## config.mk

```make
export PLATFORM = sky130hd
export DESIGN_NAME = radio_io_top
export DESIGN_NICKNAME = d
export VERILOG_FILES = /design/src/hw/radio_pkg.sv /design/src/hw/apb_regs.sv /design/src/hw/spi_master.sv /design/src/hw/tx_sample_fifo.sv /design/src/hw/dac_interleave.sv /design/src/hw/radio_io_top.sv
export SDC_FILE = /design/constraint.sdc
export NUM_CORES = 1
export LEC_CHECK = 0
export BUFFER_PORTS_ARGS = -buffer_cell sky130_fd_sc_hd__buf_2
export CAP_MARGIN = 25
export CORE_MARGIN = 5
export CORE_UTILIZATION = 44
export DETAILED_ROUTE_END_ITERATION = 12
export PLACE_DENSITY = 0.62
export SLEW_MARGIN = 10
export SYNTH_ARGS = -nofsm -noshare
export SYNTH_HDL_FRONTEND = slang
export SYNTH_SLANG_ARGS = --single-unit
```

## constraint.sdc

```tcl
create_clock -name clk_2x -period 4 [get_ports clk_2x]
set_input_delay 0 -clock clk_2x [delete_from_list [all_inputs] [get_ports clk_2x]]
set_output_delay 0 -clock clk_2x [all_outputs]
set_load 0.005 [all_outputs]
```

## src/hw/radio_pkg.sv

```systemverilog
package radio_pkg;

   ////////////////////
   // Datapath and SPI sizing

   localparam int dac_width = 14;       // One DAC word
   localparam int spi_slaves = 4;       // TX db, RX db, codec, clock gen
   localparam int spi_bits = 16;        // Bits per transfer
   localparam int spi_half = 2;         // clk_2x cycles per half SCLK
   localparam int fifo_depth = 8;       // Sample pairs
   localparam int apb_addr_width = 8;

   ////////////////////
   // Register map

   localparam logic [apb_addr_width-1:0] addr_spi_cmd = 8'h00;
   localparam logic [apb_addr_width-1:0] addr_spi_status = 8'h04;
   localparam logic [apb_addr_width-1:0] addr_spi_rdata = 8'h08;
   localparam logic [apb_addr_width-1:0] addr_tx_sample = 8'h0C;
   localparam logic [apb_addr_width-1:0] addr_tx_ctrl = 8'h10;

   ////////////////////
   // APB write word

   // The same 32-bit word is a SPI command or an I/Q pair
   // depending on the address it is written to
   typedef union packed
   {
      struct packed
      {
         logic [13:0] spare;
         logic [1:0]  chip;   // Index into sen
         logic [15:0] data;   // Shifted out MSB first
      } spi_cmd;
      struct packed
      {
         logic [3:0]           spare;
         logic [dac_width-1:0] i_word;
         logic [dac_width-1:0] q_word;
      } iq;
   } reg_word_u;

endpackage

```

## src/hw/apb_regs.sv

```systemverilog
`timescale 1ns/100ps

module apb_regs
(
   input  logic                                clk_2x,
   input  logic                                rst_n,
   input  logic                                psel,
   input  logic                                penable,
   input  logic                                pwrite,
   input  logic [radio_pkg::apb_addr_width-1:0] paddr,
   input  logic [31:0]                         pwdata,
   output logic [31:0]                         prdata,
   output logic                                pready,
   output logic                                pslverr,
   output logic                                spi_start,
   output logic [1:0]                          spi_sel,
   output logic [radio_pkg::spi_bits-1:0]      spi_wdata,
   input  logic                                spi_busy,
   input  logic [radio_pkg::spi_bits-1:0]      spi_rdata,
   output logic                                fifo_push,
   output logic [2*radio_pkg::dac_width-1:0]   fifo_wdata,
   input  logic                                fifo_full,
   output logic                                tx_enable,
   input  logic                                underrun_pulse,
   output logic                                underrun_flag
);

   radio_pkg::reg_word_u wword;
   logic access;
   logic hit_cmd;
   logic hit_status;
   logic hit_rdata;
   logic hit_sample;
   logic hit_ctrl;
   logic mapped;
   logic err;
   logic wr_ok;

   ////////////////////
   // Address decode and errors

   assign wword = pwdata;
   assign access = psel & penable;   // Access phase of a transfer

   assign hit_cmd = (paddr == radio_pkg::addr_spi_cmd);
   assign hit_status = (paddr == radio_pkg::addr_spi_status);
   assign hit_rdata = (paddr == radio_pkg::addr_spi_rdata);
   assign hit_sample = (paddr == radio_pkg::addr_tx_sample);
   assign hit_ctrl = (paddr == radio_pkg::addr_tx_ctrl);
   assign mapped = hit_cmd | hit_status | hit_rdata | hit_sample | hit_ctrl;

   // A start still in flight counts as busy
   assign err = ~mapped
              | (pwrite & hit_cmd & (spi_busy | spi_start))
              | (pwrite & hit_sample & fifo_full);

   assign pready = access;           // No wait states
   assign pslverr = access & err;
   assign wr_ok = access & pwrite & ~err;

   // Sample goes straight into the FIFO on the closing edge
   assign fifo_push = wr_ok & hit_sample;
   assign fifo_wdata = {wword.iq.i_word, wword.iq.q_word};

   ////////////////////
   // Control state

   always_ff @(posedge clk_2x)
   begin
      if (!rst_n)
      begin
         spi_start <= 1'b0;
         tx_enable <= 1'b0;
         underrun_flag <= 1'b0;
      end
      else
      begin
         spi_start <= wr_ok & hit_cmd;   // Single-cycle pulse
         if (wr_ok & hit_ctrl)
            tx_enable <= pwdata[0];
         if (underrun_pulse)
            underrun_flag <= 1'b1;       // New underrun wins over clear
         else if (wr_ok & hit_ctrl & pwdata[2])
            underrun_flag <= 1'b0;
      end
   end

   // Command held for the SPI master
   always_ff @(posedge clk_2x)
   begin
      if (wr_ok & hit_cmd)
      begin
         spi_sel <= wword.spi_cmd.chip;
         spi_wdata <= wword.spi_cmd.data;
      end
   end

   ////////////////////
   // Read data

   always_comb
   begin
      prdata = '0;
      case (paddr)
         radio_pkg::addr_spi_status: prdata[0] = spi_busy;
         radio_pkg::addr_spi_rdata:  prdata[radio_pkg::spi_bits-1:0] = spi_rdata;
         radio_pkg::addr_tx_ctrl:    prdata[2:0] = {underrun_flag, ~fifo_full, tx_enable};
         default:                    prdata = '0;
      endcase
   end

endmodule

```

## src/hw/spi_master.sv

```systemverilog
`timescale 1ns/100ps

module spi_master
(
   input  logic                             clk_2x,
   input  logic                             rst_n,
   input  logic                             spi_start,
   input  logic [1:0]                       spi_sel,
   input  logic [radio_pkg::spi_bits-1:0]   spi_wdata,
   input  logic [radio_pkg::spi_slaves-1:0] miso_in,
   output logic                             spi_busy,
   output logic [radio_pkg::spi_bits-1:0]   spi_rdata,
   output logic [radio_pkg::spi_slaves-1:0] sen,
   output logic [radio_pkg::spi_slaves-1:0] sclk_out,
   output logic [radio_pkg::spi_slaves-1:0] mosi_out
);

   logic                                 busy_q;
   logic                                 sclk_q;
   logic [$clog2(radio_pkg::spi_half)-1:0] div_cnt;
   logic [$clog2(radio_pkg::spi_bits):0]   bit_cnt;
   logic [radio_pkg::spi_slaves-1:0]     sen_q;
   logic [radio_pkg::spi_bits-1:0]       shift_q;
   logic [radio_pkg::spi_bits-1:0]       rdata_q;
   logic                                 miso_q;
   logic                                 miso_sel;
   logic                                 half_end;

   assign half_end = (div_cnt == radio_pkg::spi_half - 1);

   ////////////////////
   // Sequencer

   always_ff @(posedge clk_2x)
   begin
      if (!rst_n)
      begin
         busy_q <= 1'b0;
         sclk_q <= 1'b0;
         div_cnt <= '0;
         bit_cnt <= '0;
         sen_q <= '1;
         rdata_q <= '0;
      end
      else if (!busy_q)
      begin
         if (spi_start)
         begin
            busy_q <= 1'b1;
            sclk_q <= 1'b0;
            div_cnt <= '0;
            bit_cnt <= '0;
            sen_q <= '1;
            sen_q[spi_sel] <= 1'b0;   // Only the addressed chip
         end
      end
      else
      begin
         div_cnt <= half_end ? '0 : div_cnt + 1'b1;
         if (half_end)
         begin
            if (bit_cnt == radio_pkg::spi_bits)
            begin
               // Trailing low half done, release the chip
               busy_q <= 1'b0;
               sen_q <= '1;
               rdata_q <= shift_q;
            end
            else if (!sclk_q)
               sclk_q <= 1'b1;
            else
            begin
               sclk_q <= 1'b0;
               bit_cnt <= bit_cnt + 1'b1;
            end
         end
      end
   end

   ////////////////////
   // Shift register

   // MISO is captured at the rise and enters the register at the fall,
   // so MOSI only moves on the falling edge
   always_ff @(posedge clk_2x)
   begin
      if (!busy_q && spi_start)
         shift_q <= spi_wdata;
      else if (busy_q && half_end && bit_cnt != radio_pkg::spi_bits)
      begin
         if (!sclk_q)
            miso_q <= miso_sel;                                    // Rising SCLK
         else
            shift_q <= {shift_q[radio_pkg::spi_bits-2:0], miso_q};   // Falling SCLK
      end
   end

   ////////////////////
   // Lane gating

   always_comb
   begin
      miso_sel = 1'b0;
      for (int k = 0; k < radio_pkg::spi_slaves; k++)
      begin
         sclk_out[k] = sclk_q & ~sen_q[k];
         mosi_out[k] = shift_q[radio_pkg::spi_bits-1] & ~sen_q[k];
         miso_sel = miso_sel | (miso_in[k] & ~sen_q[k]);   // Selected chip only
      end
   end

   assign sen = sen_q;
   assign spi_busy = busy_q;
   assign spi_rdata = rdata_q;

endmodule

```

## src/hw/tx_sample_fifo.sv

```systemverilog
`timescale 1ns/100ps

module tx_sample_fifo
(
   input  logic                              clk_2x,
   input  logic                              rst_n,
   input  logic                              push,
   input  logic [2*radio_pkg::dac_width-1:0] wdata,
   input  logic                              pop,
   output logic [2*radio_pkg::dac_width-1:0] rdata,
   output logic                              full,
   output logic                              empty
);

   logic [2*radio_pkg::dac_width-1:0]       mem [radio_pkg::fifo_depth];
   logic [$clog2(radio_pkg::fifo_depth)-1:0] wr_ptr;
   logic [$clog2(radio_pkg::fifo_depth)-1:0] rd_ptr;
   logic [$clog2(radio_pkg::fifo_depth):0]   count;
   logic                                    do_push;
   logic                                    do_pop;

   assign full = (count == radio_pkg::fifo_depth);
   assign empty = (count == 0);

   // Requests beyond the limits are dropped
   assign do_push = push & ~full;
   assign do_pop = pop & ~empty;

   ////////////////////
   // Storage

   always_ff @(posedge clk_2x)
   begin
      if (do_push)
         mem[wr_ptr] <= wdata;
   end

   assign rdata = mem[rd_ptr];   // Head of queue, no read latency

   ////////////////////
   // Pointers and occupancy

   always_ff @(posedge clk_2x)
   begin
      if (!rst_n)
      begin
         wr_ptr <= '0;
         rd_ptr <= '0;
         count <= '0;
      end
      else
      begin
         if (do_push)
            wr_ptr <= (wr_ptr == radio_pkg::fifo_depth - 1) ? '0 : wr_ptr + 1'b1;
         if (do_pop)
            rd_ptr <= (rd_ptr == radio_pkg::fifo_depth - 1) ? '0 : rd_ptr + 1'b1;

         case ({do_push, do_pop})
            2'b10:   count <= count + 1'b1;
            2'b01:   count <= count - 1'b1;
            default: count <= count;   // Idle or both at once
         endcase
      end
   end

endmodule

```

## src/hw/dac_interleave.sv

```systemverilog
`timescale 1ns/100ps

module dac_interleave
(
   input  logic                              clk_2x,
   input  logic                              rst_n,
   input  logic                              tx_enable,
   input  logic [2*radio_pkg::dac_width-1:0] fifo_rdata,
   input  logic                              fifo_empty,
   output logic                              fifo_pop,
   output logic [radio_pkg::dac_width-1:0]   tx_data,
   output logic                              tx_sync,
   output logic                              underrun_pulse
);

   logic                            phase_q;   // 0 selects the I slot
   logic [radio_pkg::dac_width-1:0] q_hold;
   logic                            slot_i;

   assign slot_i = ~phase_q;
   assign fifo_pop = slot_i & tx_enable & ~fifo_empty;

   always_ff @(posedge clk_2x)
   begin
      if (!rst_n)
      begin
         phase_q <= 1'b1;   // Odd slot first so sync toggles from reset
         q_hold <= '0;
         tx_data <= '0;
         tx_sync <= 1'b0;
         underrun_pulse <= 1'b0;
      end
      else
      begin
         phase_q <= ~phase_q;
         underrun_pulse <= slot_i & tx_enable & fifo_empty;
         if (slot_i)
         begin
            tx_sync <= 1'b0;   // Low marks the I word
            if (fifo_pop)
            begin
               tx_data <= fifo_rdata[2*radio_pkg::dac_width-1:radio_pkg::dac_width];
               q_hold <= fifo_rdata[radio_pkg::dac_width-1:0];
            end
            else
            begin
               // Disabled or starved, send silence
               tx_data <= '0;
               q_hold <= '0;
            end
         end
         else
         begin
            tx_sync <= 1'b1;
            tx_data <= q_hold;
         end
      end
   end

endmodule

```

## src/hw/radio_io_top.sv

```systemverilog
`timescale 1ns/100ps

module radio_io_top
(
   input  logic                                clk_2x,
   input  logic                                rst_n,
   input  logic                                psel,
   input  logic                                penable,
   input  logic                                pwrite,
   input  logic [radio_pkg::apb_addr_width-1:0] paddr,
   input  logic [31:0]                         pwdata,
   input  logic [radio_pkg::spi_slaves-1:0]    miso_in,
   output logic [31:0]                         prdata,
   output logic                                pready,
   output logic                                pslverr,
   output logic [radio_pkg::spi_slaves-1:0]    sen,
   output logic [radio_pkg::spi_slaves-1:0]    sclk_out,
   output logic [radio_pkg::spi_slaves-1:0]    mosi_out,
   output logic [radio_pkg::dac_width-1:0]     tx_data,
   output logic                                tx_sync,
   output logic                                tx_have_space,
   output logic                                tx_underrun
);

   logic                              spi_start;
   logic [1:0]                        spi_sel;
   logic [radio_pkg::spi_bits-1:0]    spi_wdata;
   logic                              spi_busy;
   logic [radio_pkg::spi_bits-1:0]    spi_rdata;
   logic                              fifo_push;
   logic                              fifo_pop;
   logic [2*radio_pkg::dac_width-1:0] fifo_wdata;
   logic [2*radio_pkg::dac_width-1:0] fifo_rdata;
   logic                              fifo_full;
   logic                              fifo_empty;
   logic                              tx_enable;
   logic                              underrun_pulse;

   assign tx_have_space = ~fifo_full;   // Flow-control pin to host

   ////////////////////
   // Register block

   apb_regs i_apb_regs
   (
      .clk_2x(clk_2x), .rst_n(rst_n),
      .psel(psel), .penable(penable), .pwrite(pwrite), .paddr(paddr), .pwdata(pwdata),
      .prdata(prdata), .pready(pready), .pslverr(pslverr),
      .spi_start(spi_start), .spi_sel(spi_sel), .spi_wdata(spi_wdata),
      .spi_busy(spi_busy), .spi_rdata(spi_rdata),
      .fifo_push(fifo_push), .fifo_wdata(fifo_wdata), .fifo_full(fifo_full),
      .tx_enable(tx_enable), .underrun_pulse(underrun_pulse),
      .underrun_flag(tx_underrun)
   );

   ////////////////////
   // SPI with lane fan-out

   spi_master i_spi_master
   (
      .clk_2x(clk_2x), .rst_n(rst_n),
      .spi_start(spi_start), .spi_sel(spi_sel), .spi_wdata(spi_wdata),
      .miso_in(miso_in), .spi_busy(spi_busy), .spi_rdata(spi_rdata),
      .sen(sen), .sclk_out(sclk_out), .mosi_out(mosi_out)
   );

   ////////////////////
   // Transmit path

   tx_sample_fifo i_tx_sample_fifo
   (
      .clk_2x(clk_2x), .rst_n(rst_n),
      .push(fifo_push), .wdata(fifo_wdata), .pop(fifo_pop),
      .rdata(fifo_rdata), .full(fifo_full), .empty(fifo_empty)
   );

   dac_interleave i_dac_interleave
   (
      .clk_2x(clk_2x), .rst_n(rst_n),
      .tx_enable(tx_enable), .fifo_rdata(fifo_rdata), .fifo_empty(fifo_empty),
      .fifo_pop(fifo_pop), .tx_data(tx_data), .tx_sync(tx_sync),
      .underrun_pulse(underrun_pulse)
   );

endmodule

```

==> summary.md, run 1 <==
| Metric | Value |
|---|---|
| Syn Std Cell Area | 0.0129 mm^2 |
| DRT iter0 DRCs | around 500 |
| Die H | 181 um |
| DR DRC count | 0 |
| Final ANT Viol Nets | 0 |
| Postcts setup bufs | 0 |
| TritonCTS Buffers | 36 |
| WP data required | ~4400 ps |
| Root Driver | clkbuf_16 |
| CTS sink cnt | 334 |
| Clock-pin slew on the worst setup and hold paths | 60 ps |
| Vias in the first global route | 6954 |
| Worst-Margin Slew | 926 ps |
| Fmax | approximately 300 MHz |
| # nets final | between 900 and 1000 |
| Post-layout minimum cycle time | between 3000 and 4000 ps |
| Core area | about 0.029 mm^2 |
| I/O Buffers | slightly above 90 |
| Max-Slew Margin vs Limit | roughly two fifths |
| Fin. Hold Viols | 0 |
| Seq/Total Area, Yosys | between 70% and 80% |
| Die area | 0.0328 mm^2 |
| Clk buf depth | 3 |
| RSZ-0062 raised after global routing | no |
| DP Area | ~0.014 mm^2 |
| Post-synthesis cell type count | 54 |
| Leak | between 5 and 6 nW |
| Share of cells above drive strength 1 | about 26% |
| Fin crit share | 82.2% |
| Final Routed Wirelength | between 20 and 30 mm |
| Gr ovfl total | 0 |
| Die width | between 150 and 200 um |
| Worst skew pair latency | 520 ps |
| Synth Warn # | 0 |
| Initial antenna violation count | 0 |
| Initial Util | ~45% |
| Setup tns final | 0 ps |
| Post-CTS Resized | 0 |
| Setup crit end kind | register |
| Drt pass-1 iters | 5 |
| Post-route design area | around 0.015 mm^2 |
| Startpoint Class | input port |
| Largest net degree at the start of global routing | 61 |
| CP Max Fanout | 8 |
| Power Total | 0.00715 W |
| Asr flop ratio synth | 0% |
| GRT Total Usage | ~16% |
| Status | finished, final reports clean |
| Critical path class | input port to register |
| Slew Viols, Final | 0 |
| EDFF count, synth | 259 |
| # setup viols final | 0 |
| Power per cell area | about 470 mW/mm^2 |
| I/O pin total | 112 |
| VDD IR max | roughly 380 uV |
| Vias | ~6900 |
| Cells after synthesis | around 770 |
| Synth Flop Type | edfxtp_1 |
| HPWL after detailed placement | between 15 and 20 mm |
| Wire per inst | between 20 and 25 um |
| Antenna Cells | 0 |
| GPL Wtd Cong | 0.766 |
| Seq cells post-synth | about 330 |
| Post-CTS Hold Fix Bufs | 36 |
| Post-DR vias/cell | approximately 5.3 |
| Arrival time at the worst endpoint | 3730 ps |
| First-pass GRT wire length | ~41 mm |
| Max Cap Viol | 0 |
| Worst min-delay path category | input port to register |
| Final clock skew | approximately 14 ps |
| CTS H-Tree Depth | 2 |
| Row count | 62 |
| Area delta synth->final | 19.3% |
| CTS tree | built |
| Syn Area/Cell | around 17 um^2 |
-- final timing paths --
kind,startpoint,end,slack (ps),cells past startpoint
max reg2reg,i_tx_sample_fifo.count[1],i_tx_sample_fifo.count[2],1400,10
min reg2reg,i_dac_interleave.q_hold[13],i_dac_interleave.q_hold[13],450,2
max,paddr[4],i_tx_sample_fifo.count[2],710,13
min,rst_n,i_dac_interleave.phase_q,100,3
-- where the power goes --
part / total [W] / leakage (nW) / internal [W] / switching [W]
Clock: 0.00330 / 0.586 / 0.00199 / 0.00131
Combinational: 0.000114 / 1.77 / 0.0000465 / 0.0000671
Sequential: 0.00373 / 2.93 / 0.00373 / 0.00000481
Total: 0.00715 / 5.28 / 0.00577 / 0.00138
-- layer usage --
metal  part of all wire [%]  vias up  wire length, um  global-route usage, %
li1                       -     3217                -                      -
met1                     45     3493            12000                   22.7
met2                     47      195            12500                   25.6
met3                    5.6       39             1500                   2.96
met4                    1.7        0              452                   3.87
met5                      0        -                0                      0
-- cell families after synthesis --
family          after synthesis  synth area share (%)
flops                       334                  72.1
simple gates                212                  8.91
compound gates               70                  4.42
mux                          69                  10.8
buf+inv                      64                  2.46
fa+ha+maj                     9                 0.875
xor+xnor                      6                 0.408
other cells                   1                0.0291
-- cell usage in the layout (no fill, tap or decap), types with 7 or more instances in the layout --
cell type,netlist,layout
edfxtp_1,259,259
nor3_1,9,7
buf_4,16,12
dlygate4sd3_1,0,36
clkbuf_8,0,7
a21boi_0,19,19
nand2_1,95,95
mux4_2,56,56
ha_1,9,9
a221o_1,26,26
clkbuf_16,0,36
o21ai_0,9,9
mux2i_1,13,13
nor2b_1,19,18
buf_2,12,91
inv_1,12,12
and2_1,17,17
dfxtp_1,75,73
nor2_1,13,7
and3_1,14,14
conb_1,1,16
-- registers in the layout (all words and copies together), names as in the netlist, 2 cells and up, named ones only --
name,flops
i_apb_regs.spi_sel,2
i_apb_regs.spi_wdata,16
i_dac_interleave.q_hold,14
i_dac_interleave.tx_data,14
i_spi_master.bit_cnt,5
i_spi_master.sen,4
i_spi_master.shift_q,16
i_spi_master.spi_rdata,16
i_tx_sample_fifo.count,4
i_tx_sample_fifo.mem,224
i_tx_sample_fifo.rd_ptr,3
i_tx_sample_fifo.wr_ptr,3
-- worst max-delay path: stages --
cell and delay [ps]:
dlygate4sd3_1 550, buf_2 170, or4_4 580, dlygate4sd3_1 610, nor3_2 380, inv_1 120
ha_1 270, xor2_1 170, ha_1 200, a21oi_1 140, xor2_1 90, or3_1 300
a21boi_0 150
-- final cells by class --
cell class,count,area [um^2]
Sequential cell,334,9280
Multi-Input combinational cell,382,3410
Fill cell,2371,13400
Clock buffer,49,1020
Tap cell,384,480
Clock inverter,17,191
Inverter,12,45.0
Timing Repair Buffer,140,926
-- metrics by stage --
step                std cells  worst slack [ps]  hold slack [ps]  utilization (%)
floorplan                 780               365             98.9                -
global placement         1216              1170              271             47.9
detailed placement       1216              1120              280             47.9
CTS                      1318               728             97.5             53.4
global route             1318               580              122             53.4
finish                   1318               711             96.9             53.4
-- Yosys cell counts, drive strengths merged, types with 2 or more instances --
cell	instances	area, um^2
edfxtp	259	7780
nand2	95	357
dfxtp	75	1500
mux4	56	1260
buf	29	184
a221o	26	260
clkbuf	23	87.6
a21boi	19	143
nor2b	19	119
and2	17	106
and3	14	87.6
mux2i	13	130
nor2	13	48.8
inv	12	45.0
nor3	10	55.1
ha	9	113
o21ai	9	45.0
nand2b	6	37.5
nand3	5	25.0
xor2	5	43.8
nand3b	4	30.0
nand4	4	25.0
nor3b	4	40.0
nor4	4	43.8
nor4b	4	41.3
or3	4	36.3
a21oi	3	15.0
a22oi	3	22.5
and4b	2	20.0
nand4bb	2	22.5
o2111ai	2	17.5
o21a	2	15.0
or3b	2	20.0
Power figures use the tool's default switching activity.
==> run 2, diff against run 1 <==
==> constraint.sdc (replaced) <==
create_clock -name clk_2x -period 3.2 [get_ports clk_2x]
set_input_delay 0 -clock clk_2x [delete_from_list [all_inputs] [get_ports clk_2x]]
set_output_delay 0 -clock clk_2x [all_outputs]
set_load 0.005 [all_outputs]
==> summary.md, run 2 (same netlist as run 1, synthesis figures left out) <==
| Metric | Value |
|---|---|
| Final Routed Wirelength | 26.1 mm (was 26.5 mm) |
| I/O pin total | 112 (unchanged) |
| Fin. Hold Viols | 0 (unchanged) |
| Crit Reg-Reg Startpoint | i_tx_sample_fifo.count[1] (unchanged) |
| WP buf/inv | 3 (was 4) |
| GRT Total Usage | 16.1% (was 15.9%) |
| Final ANT Viol Nets | 0 (unchanged) |
| CTS H-Tree Depth | 2 (unchanged) |
| Max Cap Viol | 0 (unchanged) |
| Slew Viols, Final | 0 (unchanged) |
| GPL Wtd Cong | 0.756 (was 0.766) |
| Gr ovfl total | 0 (unchanged) |
| Root Driver | clkbuf_16 (unchanged) |
| Die area | 0.0328 mm^2 (unchanged) |
| Fill count | 2356 (was 2371) |
| Share of cells above drive strength 1 | 25.6% (was 25.7%) |
| Clk buf depth | 3 (unchanged) |
| Wire per inst | 19.7 um (was 20.1 um) |
| Initial Util | 44.7% (unchanged) |
| CP Max Fanout | 8 (unchanged) |
| Biggest register | i_tx_sample_fifo.mem (unchanged) |
| Post-layout minimum cycle time | between 2000 and 2500 ps |
| HPWL after detailed placement | 15.4 mm (was 15.1 mm) |
| Largest stage delay, worst path | 590 ps (was 610 ps) |
| Row count | 62 (unchanged) |
| Clock-pin slew on the worst setup and hold paths | 60 ps (about the same) |
| Crit-path cells | dlygate4sd3_1 > buf_2 > or4_4 > nor3_2 > inv_1 > ha_1 > xor2_1 > ha_1 > a21oi_1 > xor2_1 > or3_1 > a21boi_0 (was dlygate4sd3_1 > buf_2 > or4_4 > dlygate4sd3_1 > nor3_2 > inv_1 > ha_1 > xor2_1 > ha_1 > a21oi_1 > xor2_1 > or3_1 > a21boi_0) |
| CTS sink cnt | 334 (unchanged) |
| Slowest-stage cell, CP | or4_4 (was dlygate4sd3_1) |
| Worst skew pair latency | 520 ps (about the same) |
| DP Area | 0.0139 mm^2 (was 0.0138 mm^2) |
| Area delta synth->final | 19.0% (was 19.3%) |
| Arrival time at the worst endpoint | 2920 ps (was 3730 ps) |
| Most common cell after layout, fill and taps aside | edfxtp_1 (unchanged) |
| Cells after DPL | 1224 (was 1216) |
| Post-DR vias/cell | 5.21 (was 5.27) |
| Largest net degree at the start of global routing | 40 (was 61) |
| Setup crit end kind | register (unchanged) |
| Number of flip-flops in the largest register | 224 (unchanged) |
| CTS tree | built (unchanged) |
| DRT iter0 DRCs | 473 (was 490) |
| Commonest cells after routing, fill and taps aside | 259 x edfxtp_1, 95 x nand2_1, 91 x buf_2, 73 x dfxtp_1, 56 x mux4_2 (unchanged) |
| Initial antenna violation count | 0 (unchanged) |
| R2r setup slk | 760 ps (was 1400 ps) |
| Worst min-delay path category | input port to register (unchanged) |
| Final std cells w/o fill | 1324 (was 1318) |
| # setup viols final | 0 (unchanged) |
| VDD IR max | 484 uV (was 379 uV) |
| Vias in the first global route | 7064 (was 6954) |
| Worst setup path start | paddr[4] (unchanged) |
| # nets final | 970 (was 964) |
| Max-Slew Margin vs Limit | 58.1% (was 38.1%) |
| Worst-Margin Slew | 629 ps (was 926 ps) |
| Antenna Cells | 0 (unchanged) |
| Crit path max-delay family | simple AND/OR/NAND/NOR gates (was buffers and inverters) |
| Fmax | between 400 and 500 MHz |
| Startpoint Class | input port (unchanged) |
| Status | finished, final reports clean (unchanged) |
| Setup tns final | 0 ps (unchanged) |
| Die H | 181 um (unchanged) |
| Hold Crit Start | rst_n (unchanged) |
| Final clock skew | 19.1 ps (was 13.9 ps) |
| First-pass GRT wire length | 41.6 mm (was 40.8 mm) |
| Power per cell area | 566 mW/mm^2 (was 466 mW/mm^2) |
| Die width | 181 um (unchanged) |
| TritonCTS Buffers | 36 (unchanged) |
| RSZ-0062 raised after global routing | no (unchanged) |
| WP data required | 3640 ps (was 4440 ps) |
| Core area | 0.0288 mm^2 (unchanged) |
| I/O Buffers | 91 (unchanged) |
| Leak | 5.28 nW (about the same) |
| Fin crit share | approximately 77% |
| Vias | 6895 (was 6944) |
| Post-route design area | 0.0153 mm^2 (was 0.0154 mm^2) |
| DR DRC count | 0 (unchanged) |
| Critical path class | input port to register (unchanged) |
| Drt pass-1 iters | 5 (unchanged) |
run 2: cell types whose count changed in the layout (fill, tap and decap cells not counted), sizes merged:
cell	change
clkbuf	+2
clkinvlp	-2
dlygate4sd3	-2
buf	+8
clkinv	+2
bufinv	-2
run 2: timing repair:
action / in CTS / in global routing
gates resized for setup: 0 / 0
hold endpoints to repair: 245 / 0
buffers inserted: 0 / 0
hold buffers: 34 / 0
run 2: path summary, 6_finish.rpt:
kind,endpoint,depth (start not counted)
worst max-delay path,i_tx_sample_fifo.count[2],12
worst min-delay path,i_tx_sample_fifo.wr_ptr[2],3
worst max register to register,i_tx_sample_fifo.count[2],10
worst min register to register,i_dac_interleave.tx_data[13],2
run 2: per-layer routing:
metal / GRT usage [%] / vias up / part of all wire (%)
met4: 3.57 / 0 / 1.5
met1: 22.6 / 3449 / 43
met2: 26.7 / 178 / 49
met5: 0 / - / 0
met3: 2.82 / 37 / 6.2
li1: - / 3231 / -
run 2: area by class of cell:
type / instances / area (um^2) / share of cell area (%)
timing repair buffer: 146 / 991 / 6.47
inverter: 12 / 45.0 / 0.294
clock buffer: 51 / 977 / 6.38
tap: 384 / 480 / 3.14
multi-input combinational: 382 / 3410 / 22.3
clock inverter: 15 / 128 / 0.833
sequential: 334 / 9280 / 60.6
run 2: worst reg2reg max path, cell delays in order (launching register included):
cell and delay, ps:
dfxtp_1 380, nor4b_2 550, nor3_2 120, inv_1 100, ha_1 250, xor2_1 170
ha_1 160, a21oi_1 40, xor2_1 160, or3_1 300, a21boi_0 150
run 2: power breakdown:
group,leakage (nW),internal [W],total (W),switching [W]
clock network,0.539,0.00223,0.00385,0.00162
logic,1.81,0.0000580,0.000151,0.0000930
registers,2.93,0.00466,0.00466,0.00000101
run 2: stage by stage:
step	total power, W	hold WS, ps	util (%)	setup slack (ps)
after floorplan	0.00480	98.9	-	308
after global placement	0.00487	271	48.2	584
after detailed placement	0.00488	275	48.2	518
after CTS	0.00876	5.85	53.2	716
after global routing	0.00898	30.5	53.2	472
final	0.00867	13.3	53.2	727
==> run 3, diff against run 2 <==
--- a/config.mk
+++ b/config.mk
@@ -5,12 +5,13 @@
 export SDC_FILE = /design/constraint.sdc
 export NUM_CORES = 1
 export LEC_CHECK = 0
+export ABC_AREA = 1
 export BUFFER_PORTS_ARGS = -buffer_cell sky130_fd_sc_hd__buf_2
 export CAP_MARGIN = 25
 export CORE_MARGIN = 5
 export CORE_UTILIZATION = 44
 export DETAILED_ROUTE_END_ITERATION = 12
-export PLACE_DENSITY = 0.62
+export PLACE_DENSITY = 0.64
 export SLEW_MARGIN = 10
 export SYNTH_ARGS = -nofsm -noshare
 export SYNTH_HDL_FRONTEND = slang
==> constraint.sdc (replaced) <==
create_clock -name clk_2x -period 2.22 [get_ports clk_2x]
set_input_delay 0 -clock clk_2x [delete_from_list [all_inputs] [get_ports clk_2x]]
set_output_delay 0 -clock clk_2x [all_outputs]
set_load 0.005 [all_outputs]
==> summary.md, run 3 <==
| Metric | Value |
|---|---|
| Status | finished, final reports clean (unchanged) |
| # nets final | 1354 (was 970) |
| Met1 GRT Util | 23.4% (was 22.6%) |
| Post-DR vias/cell | 5.14 (was 5.21) |
| Final Routed Wirelength | 29.5 mm (was 26.1 mm) |
| Clock-pin slew on the worst setup and hold paths | 60 ps (about the same) |
| Post-synthesis cell type count | 40 (was 54) |
| Setup crit end kind | register (unchanged) |
| Fmax | between 400 and 500 MHz |
| Worst min-delay path category | input port to register (unchanged) |
| I/O Buffers | 91 (unchanged) |
| CTS tree | built (unchanged) |
| Max Cap Viol | 0 (unchanged) |
| Slowest-stage cell, CP | dfxtp_2 (was or4_4) |
| Seq/Total Area, Yosys | 70.1% (was 72.1%) |
| Worst-Margin Slew | 590 ps (was 629 ps) |
| Root Driver | clkbuf_16 (unchanged) |
| Wire per inst | 17.2 um (was 19.7 um) |
| Most common cell after layout, fill and taps aside | edfxtp_1 (unchanged) |
| Arrival time at the worst endpoint | 2540 ps (was 2920 ps) |
| Top cells by area, synth | edfxtp_1 59%, dfxtp_1 11%, nor2_1 6.4%, o21ai_0 4.0%, o211ai_1 3.2% (was edfxtp_1 60%, dfxtp_1 12%, mux4_2 9.8%, nand2_1 2.8%, a221o_1 2.0%) |
| Largest stage delay, worst path | 330 ps (was 590 ps) |
| GRT met3 Usage | 3.35% (was 2.82%) |
| Vias in the first global route | 8561 (was 7064) |
| DRT iter0 DRCs | 545 (was 473) |
| Final std cells w/o fill | 1711 (was 1324) |
| Seq. cell area | 0.00929 mm^2 (was 0.00928 mm^2) |
| WP data required | 2610 ps (was 3640 ps) |
| Die width | 183 um (was 181 um) |
| Area occupied by multi-input gates | 0.00345 mm^2 (was 0.00341 mm^2) |
| Drt pass-1 iters | 7 (was 5) |
| Share of cells above drive strength 1 | 17.8% (was 25.6%) |
| VDD IR max | 464 uV (was 484 uV) |
| Crit path max-delay family | simple AND/OR/NAND/NOR gates (unchanged) |
| Met2 global-route usage | 29.8% (was 26.7%) |
| Seq cells post-synth | 334 (unchanged) |
| Fin. Hold Viols | 0 (unchanged) |
| Vias | 8794 (was 6895) |
| Post-layout minimum cycle time | about 2200 ps |
| Post-synth top area cell | edfxtp_1 (unchanged) |
| Most Crowded Layer GR | met2 (unchanged) |
| Cells after DPL | 1613 (was 1224) |
| Core area | 0.0296 mm^2 (was 0.0288 mm^2) |
| Worst setup margin | 67.9 ps (was 727 ps) |
| Final ANT Viol Nets | 0 (unchanged) |
| Commonest cells after routing, fill and taps aside | 259 x edfxtp_1, 218 x nor2_1, 105 x o21ai_0, 94 x nand2_1, 91 x buf_2 (was 259 x edfxtp_1, 95 x nand2_1, 91 x buf_2, 73 x dfxtp_1, 56 x mux4_2) |
| Critical path class | register to register (was input port to register) |
| Die H | 183 um (was 181 um) |
| Asr flop ratio synth | 0% (unchanged) |
| Syn Area/Cell | 11.5 um^2 (was 16.8 um^2) |
| Cells after synthesis | 1147 (was 765) |
| Fin crit share | around 97% |
| Most common cell in the netlist | edfxtp_1 (unchanged) |
| Commonest cells post-synth | 259 x edfxtp_1, 227 x nor2_1, 107 x o21ai_0, 94 x nand2_1, 75 x dfxtp_1 (was 259 x edfxtp_1, 95 x nand2_1, 75 x dfxtp_1, 56 x mux4_2, 26 x a221o_1) |
| Clk buf depth | 3 (unchanged) |
| Final clock skew | 14.9 ps (was 19.1 ps) |
| Biggest register | i_tx_sample_fifo.mem (unchanged) |
| Synth Warn # | 0 (unchanged) |
| Slew Viols, Final | 0 (unchanged) |
| Initial antenna violation count | 0 (unchanged) |
| HPWL after detailed placement | 17.6 mm (was 15.4 mm) |
| Area delta synth->final | 21.2% (was 19.0%) |
| DR DRC count | 0 (unchanged) |
| Leak | 5.73 nW (was 5.28 nW) |
| First-pass GRT wire length | 46.7 mm (was 41.6 mm) |
| CTS H-Tree Depth | 2 (unchanged) |
| Die area | 0.0336 mm^2 (was 0.0328 mm^2) |
| CP Max Fanout | 3 (was 8) |
| WP buf/inv | 2 (was 3) |
| Worst slack, placed | -6.25 ps (was 518 ps) |
| # setup viols final | 0 (unchanged) |
| Top-area cell type share of the netlist area | 58.8% (was 60.4%) |
| I/O pin total | 112 (unchanged) |
| Synth Flop Type | edfxtp_1 (unchanged) |
| GRT Total Usage | 17.5% (was 16.1%) |
| Power per cell area | 803 mW/mm^2 (was 566 mW/mm^2) |
| Largest net degree at the start of global routing | 72 (was 40) |
| TritonCTS Buffers | 34 (was 36) |
| Antenna Cells | 0 (unchanged) |
| Worst skew pair latency | 500 ps (was 520 ps) |
| Number of flip-flops in the largest register | 224 (unchanged) |
| Max-Slew Margin vs Limit | 60.4% (was 58.1%) |
| EDFF count, synth | 259 (unchanged) |
| GPL Wtd Cong | 0.782 (was 0.756) |
| Row count | 63 (was 62) |
| Gr ovfl total | 0 (unchanged) |
| Syn Std Cell Area | 0.0132 mm^2 (was 0.0129 mm^2) |
| RSZ-0062 raised after global routing | yes (was no) |
| CTS sink cnt | 334 (unchanged) |
| Crit-path cells | nor2_4 > nor2_2 > nand2_1 > nand2_2 > nor2_4 > nand2_2 > nor3_4 > inv_2 > ha_4 > xor2_4 > ha_2 > a21oi_2 > xor2_1 > o21ai_1 > inv_1 (was dlygate4sd3_1 > buf_2 > or4_4 > nor3_2 > inv_1 > ha_1 > xor2_1 > ha_1 > a21oi_1 > xor2_1 > or3_1 > a21boi_0) |
| Startpoint Class | register (was input port) |
| Fill count | 2488 (was 2356) |
| Initial Util | 44.6% (was 44.7%) |
-- run 3: changes by cell type in the layout (fill, tap and decap cells not counted), sizes merged, moves of 13 or more --
| cell | previous run | this run |
|---|---|---|
| inv | 12 | 65 |
| buf | 112 | 138 |
| mux4 | 56 | 0 |
| a21oi | 3 | 58 |
| nor2 | 13 | 233 |
| nand3 | 5 | 24 |
| a21boi | 19 | 0 |
| o21ai | 9 | 158 |
| o211ai | 0 | 56 |
| nor2b | 19 | 0 |
| and2 | 17 | 0 |
| and3 | 14 | 1 |
| a221o | 26 | 0 |
| mux2i | 13 | 0 |
-- run 3: layer usage --
metal  routed length, um  part of all wire, %
met4                 483                  1.6
met1               12900                   44
met3                1810                  6.1
met5                   0                    0
met2               14300                   49
-- run 3: logic make-up (layout without fill, tap and decap cells) --
family,count (synthesis),count (layout),synth area share (%)
DFF,334,334,70.1
other,1,16,0.0283
buffers and inverters,143,302,5.05
AOI/OAI and AO/OA,280,280,11.9
and+or+nand+nor,376,376,11.8
adders and majority gates,9,9,0.851
xor gates and xnor gates,4,4,0.265
-- run 3: area by class of cell --
| type | instances | share of cell area, % |
|---|---|---|
| flip-flops and latches | 334 | 57.9 |
| inverters | 67 | 1.58 |
| well taps | 390 | 3.04 |
| clock inverters | 10 | 1.12 |
| repair buffers | 174 | 8.62 |
| clock buffers | 51 | 6.21 |
| multi-input cells | 685 | 21.5 |
-- run 3: worst register-to-register path, delay by kind of cell (launching register included) --
family | cells | cell delay (ps)
and+or+nand+nor | 7 | 710
adders and majority gates | 2 | 380
DFF | 1 | 330
AOI/OAI and AO/OA | 2 | 250
xor gates and xnor gates | 2 | 240
buffers and inverters | 2 | 130
-- run 3: what timing repair did --
item | in CTS | in global routing
gates resized for setup | 1 | 14
hold endpoints to repair | 252 | 0
pin swaps | 0 | 2
setup buffers | 0 | 1
hold buffers | 36 | 0
setup endpoints to repair | 1 | 4
cloned | 0 | 0
-- run 3: where the power goes --
group	leakage (nW)	total [W]	internal (W)	switching, W
sequential	2.93	0.00672	0.00672	0.00000168
clock	0.577	0.00593	0.00369	0.00224
combinational	2.22	0.000228	0.0000824	0.000146
-- run 3: per-stage QoR --
stage	hold slack [ps]	power (W)	instance area [um^2]	TNS [ps]	util [%]
after floorplan	98.9	0.00693	13300	-32820	-
after global placement	268	0.00703	14400	0	48.7
after detailed placement	280	0.00703	14400	-6.25	48.7
after CTS	8.56	0.0130	16000	0	53.9
after global routing	65.2	0.0133	16000	-103	54.1
final	29.2	0.0129	16000	0	54.1
-- run 3: worst paths after layout --
| check | startpoint | end | slack, ps | cells after the start |
|---|---|---|---|---|
| setup / recovery | i_spi_master.spi_busy | i_tx_sample_fifo.count[2] | 70 | 15 |
| hold / removal | penable | i_apb_regs.spi_start | 30 | 5 |
| setup reg to reg | i_spi_master.spi_busy | i_tx_sample_fifo.count[2] | 70 | 15 |
| hold reg to reg | i_dac_interleave.underrun_pulse | i_apb_regs.underrun_flag | 440 | 2 |
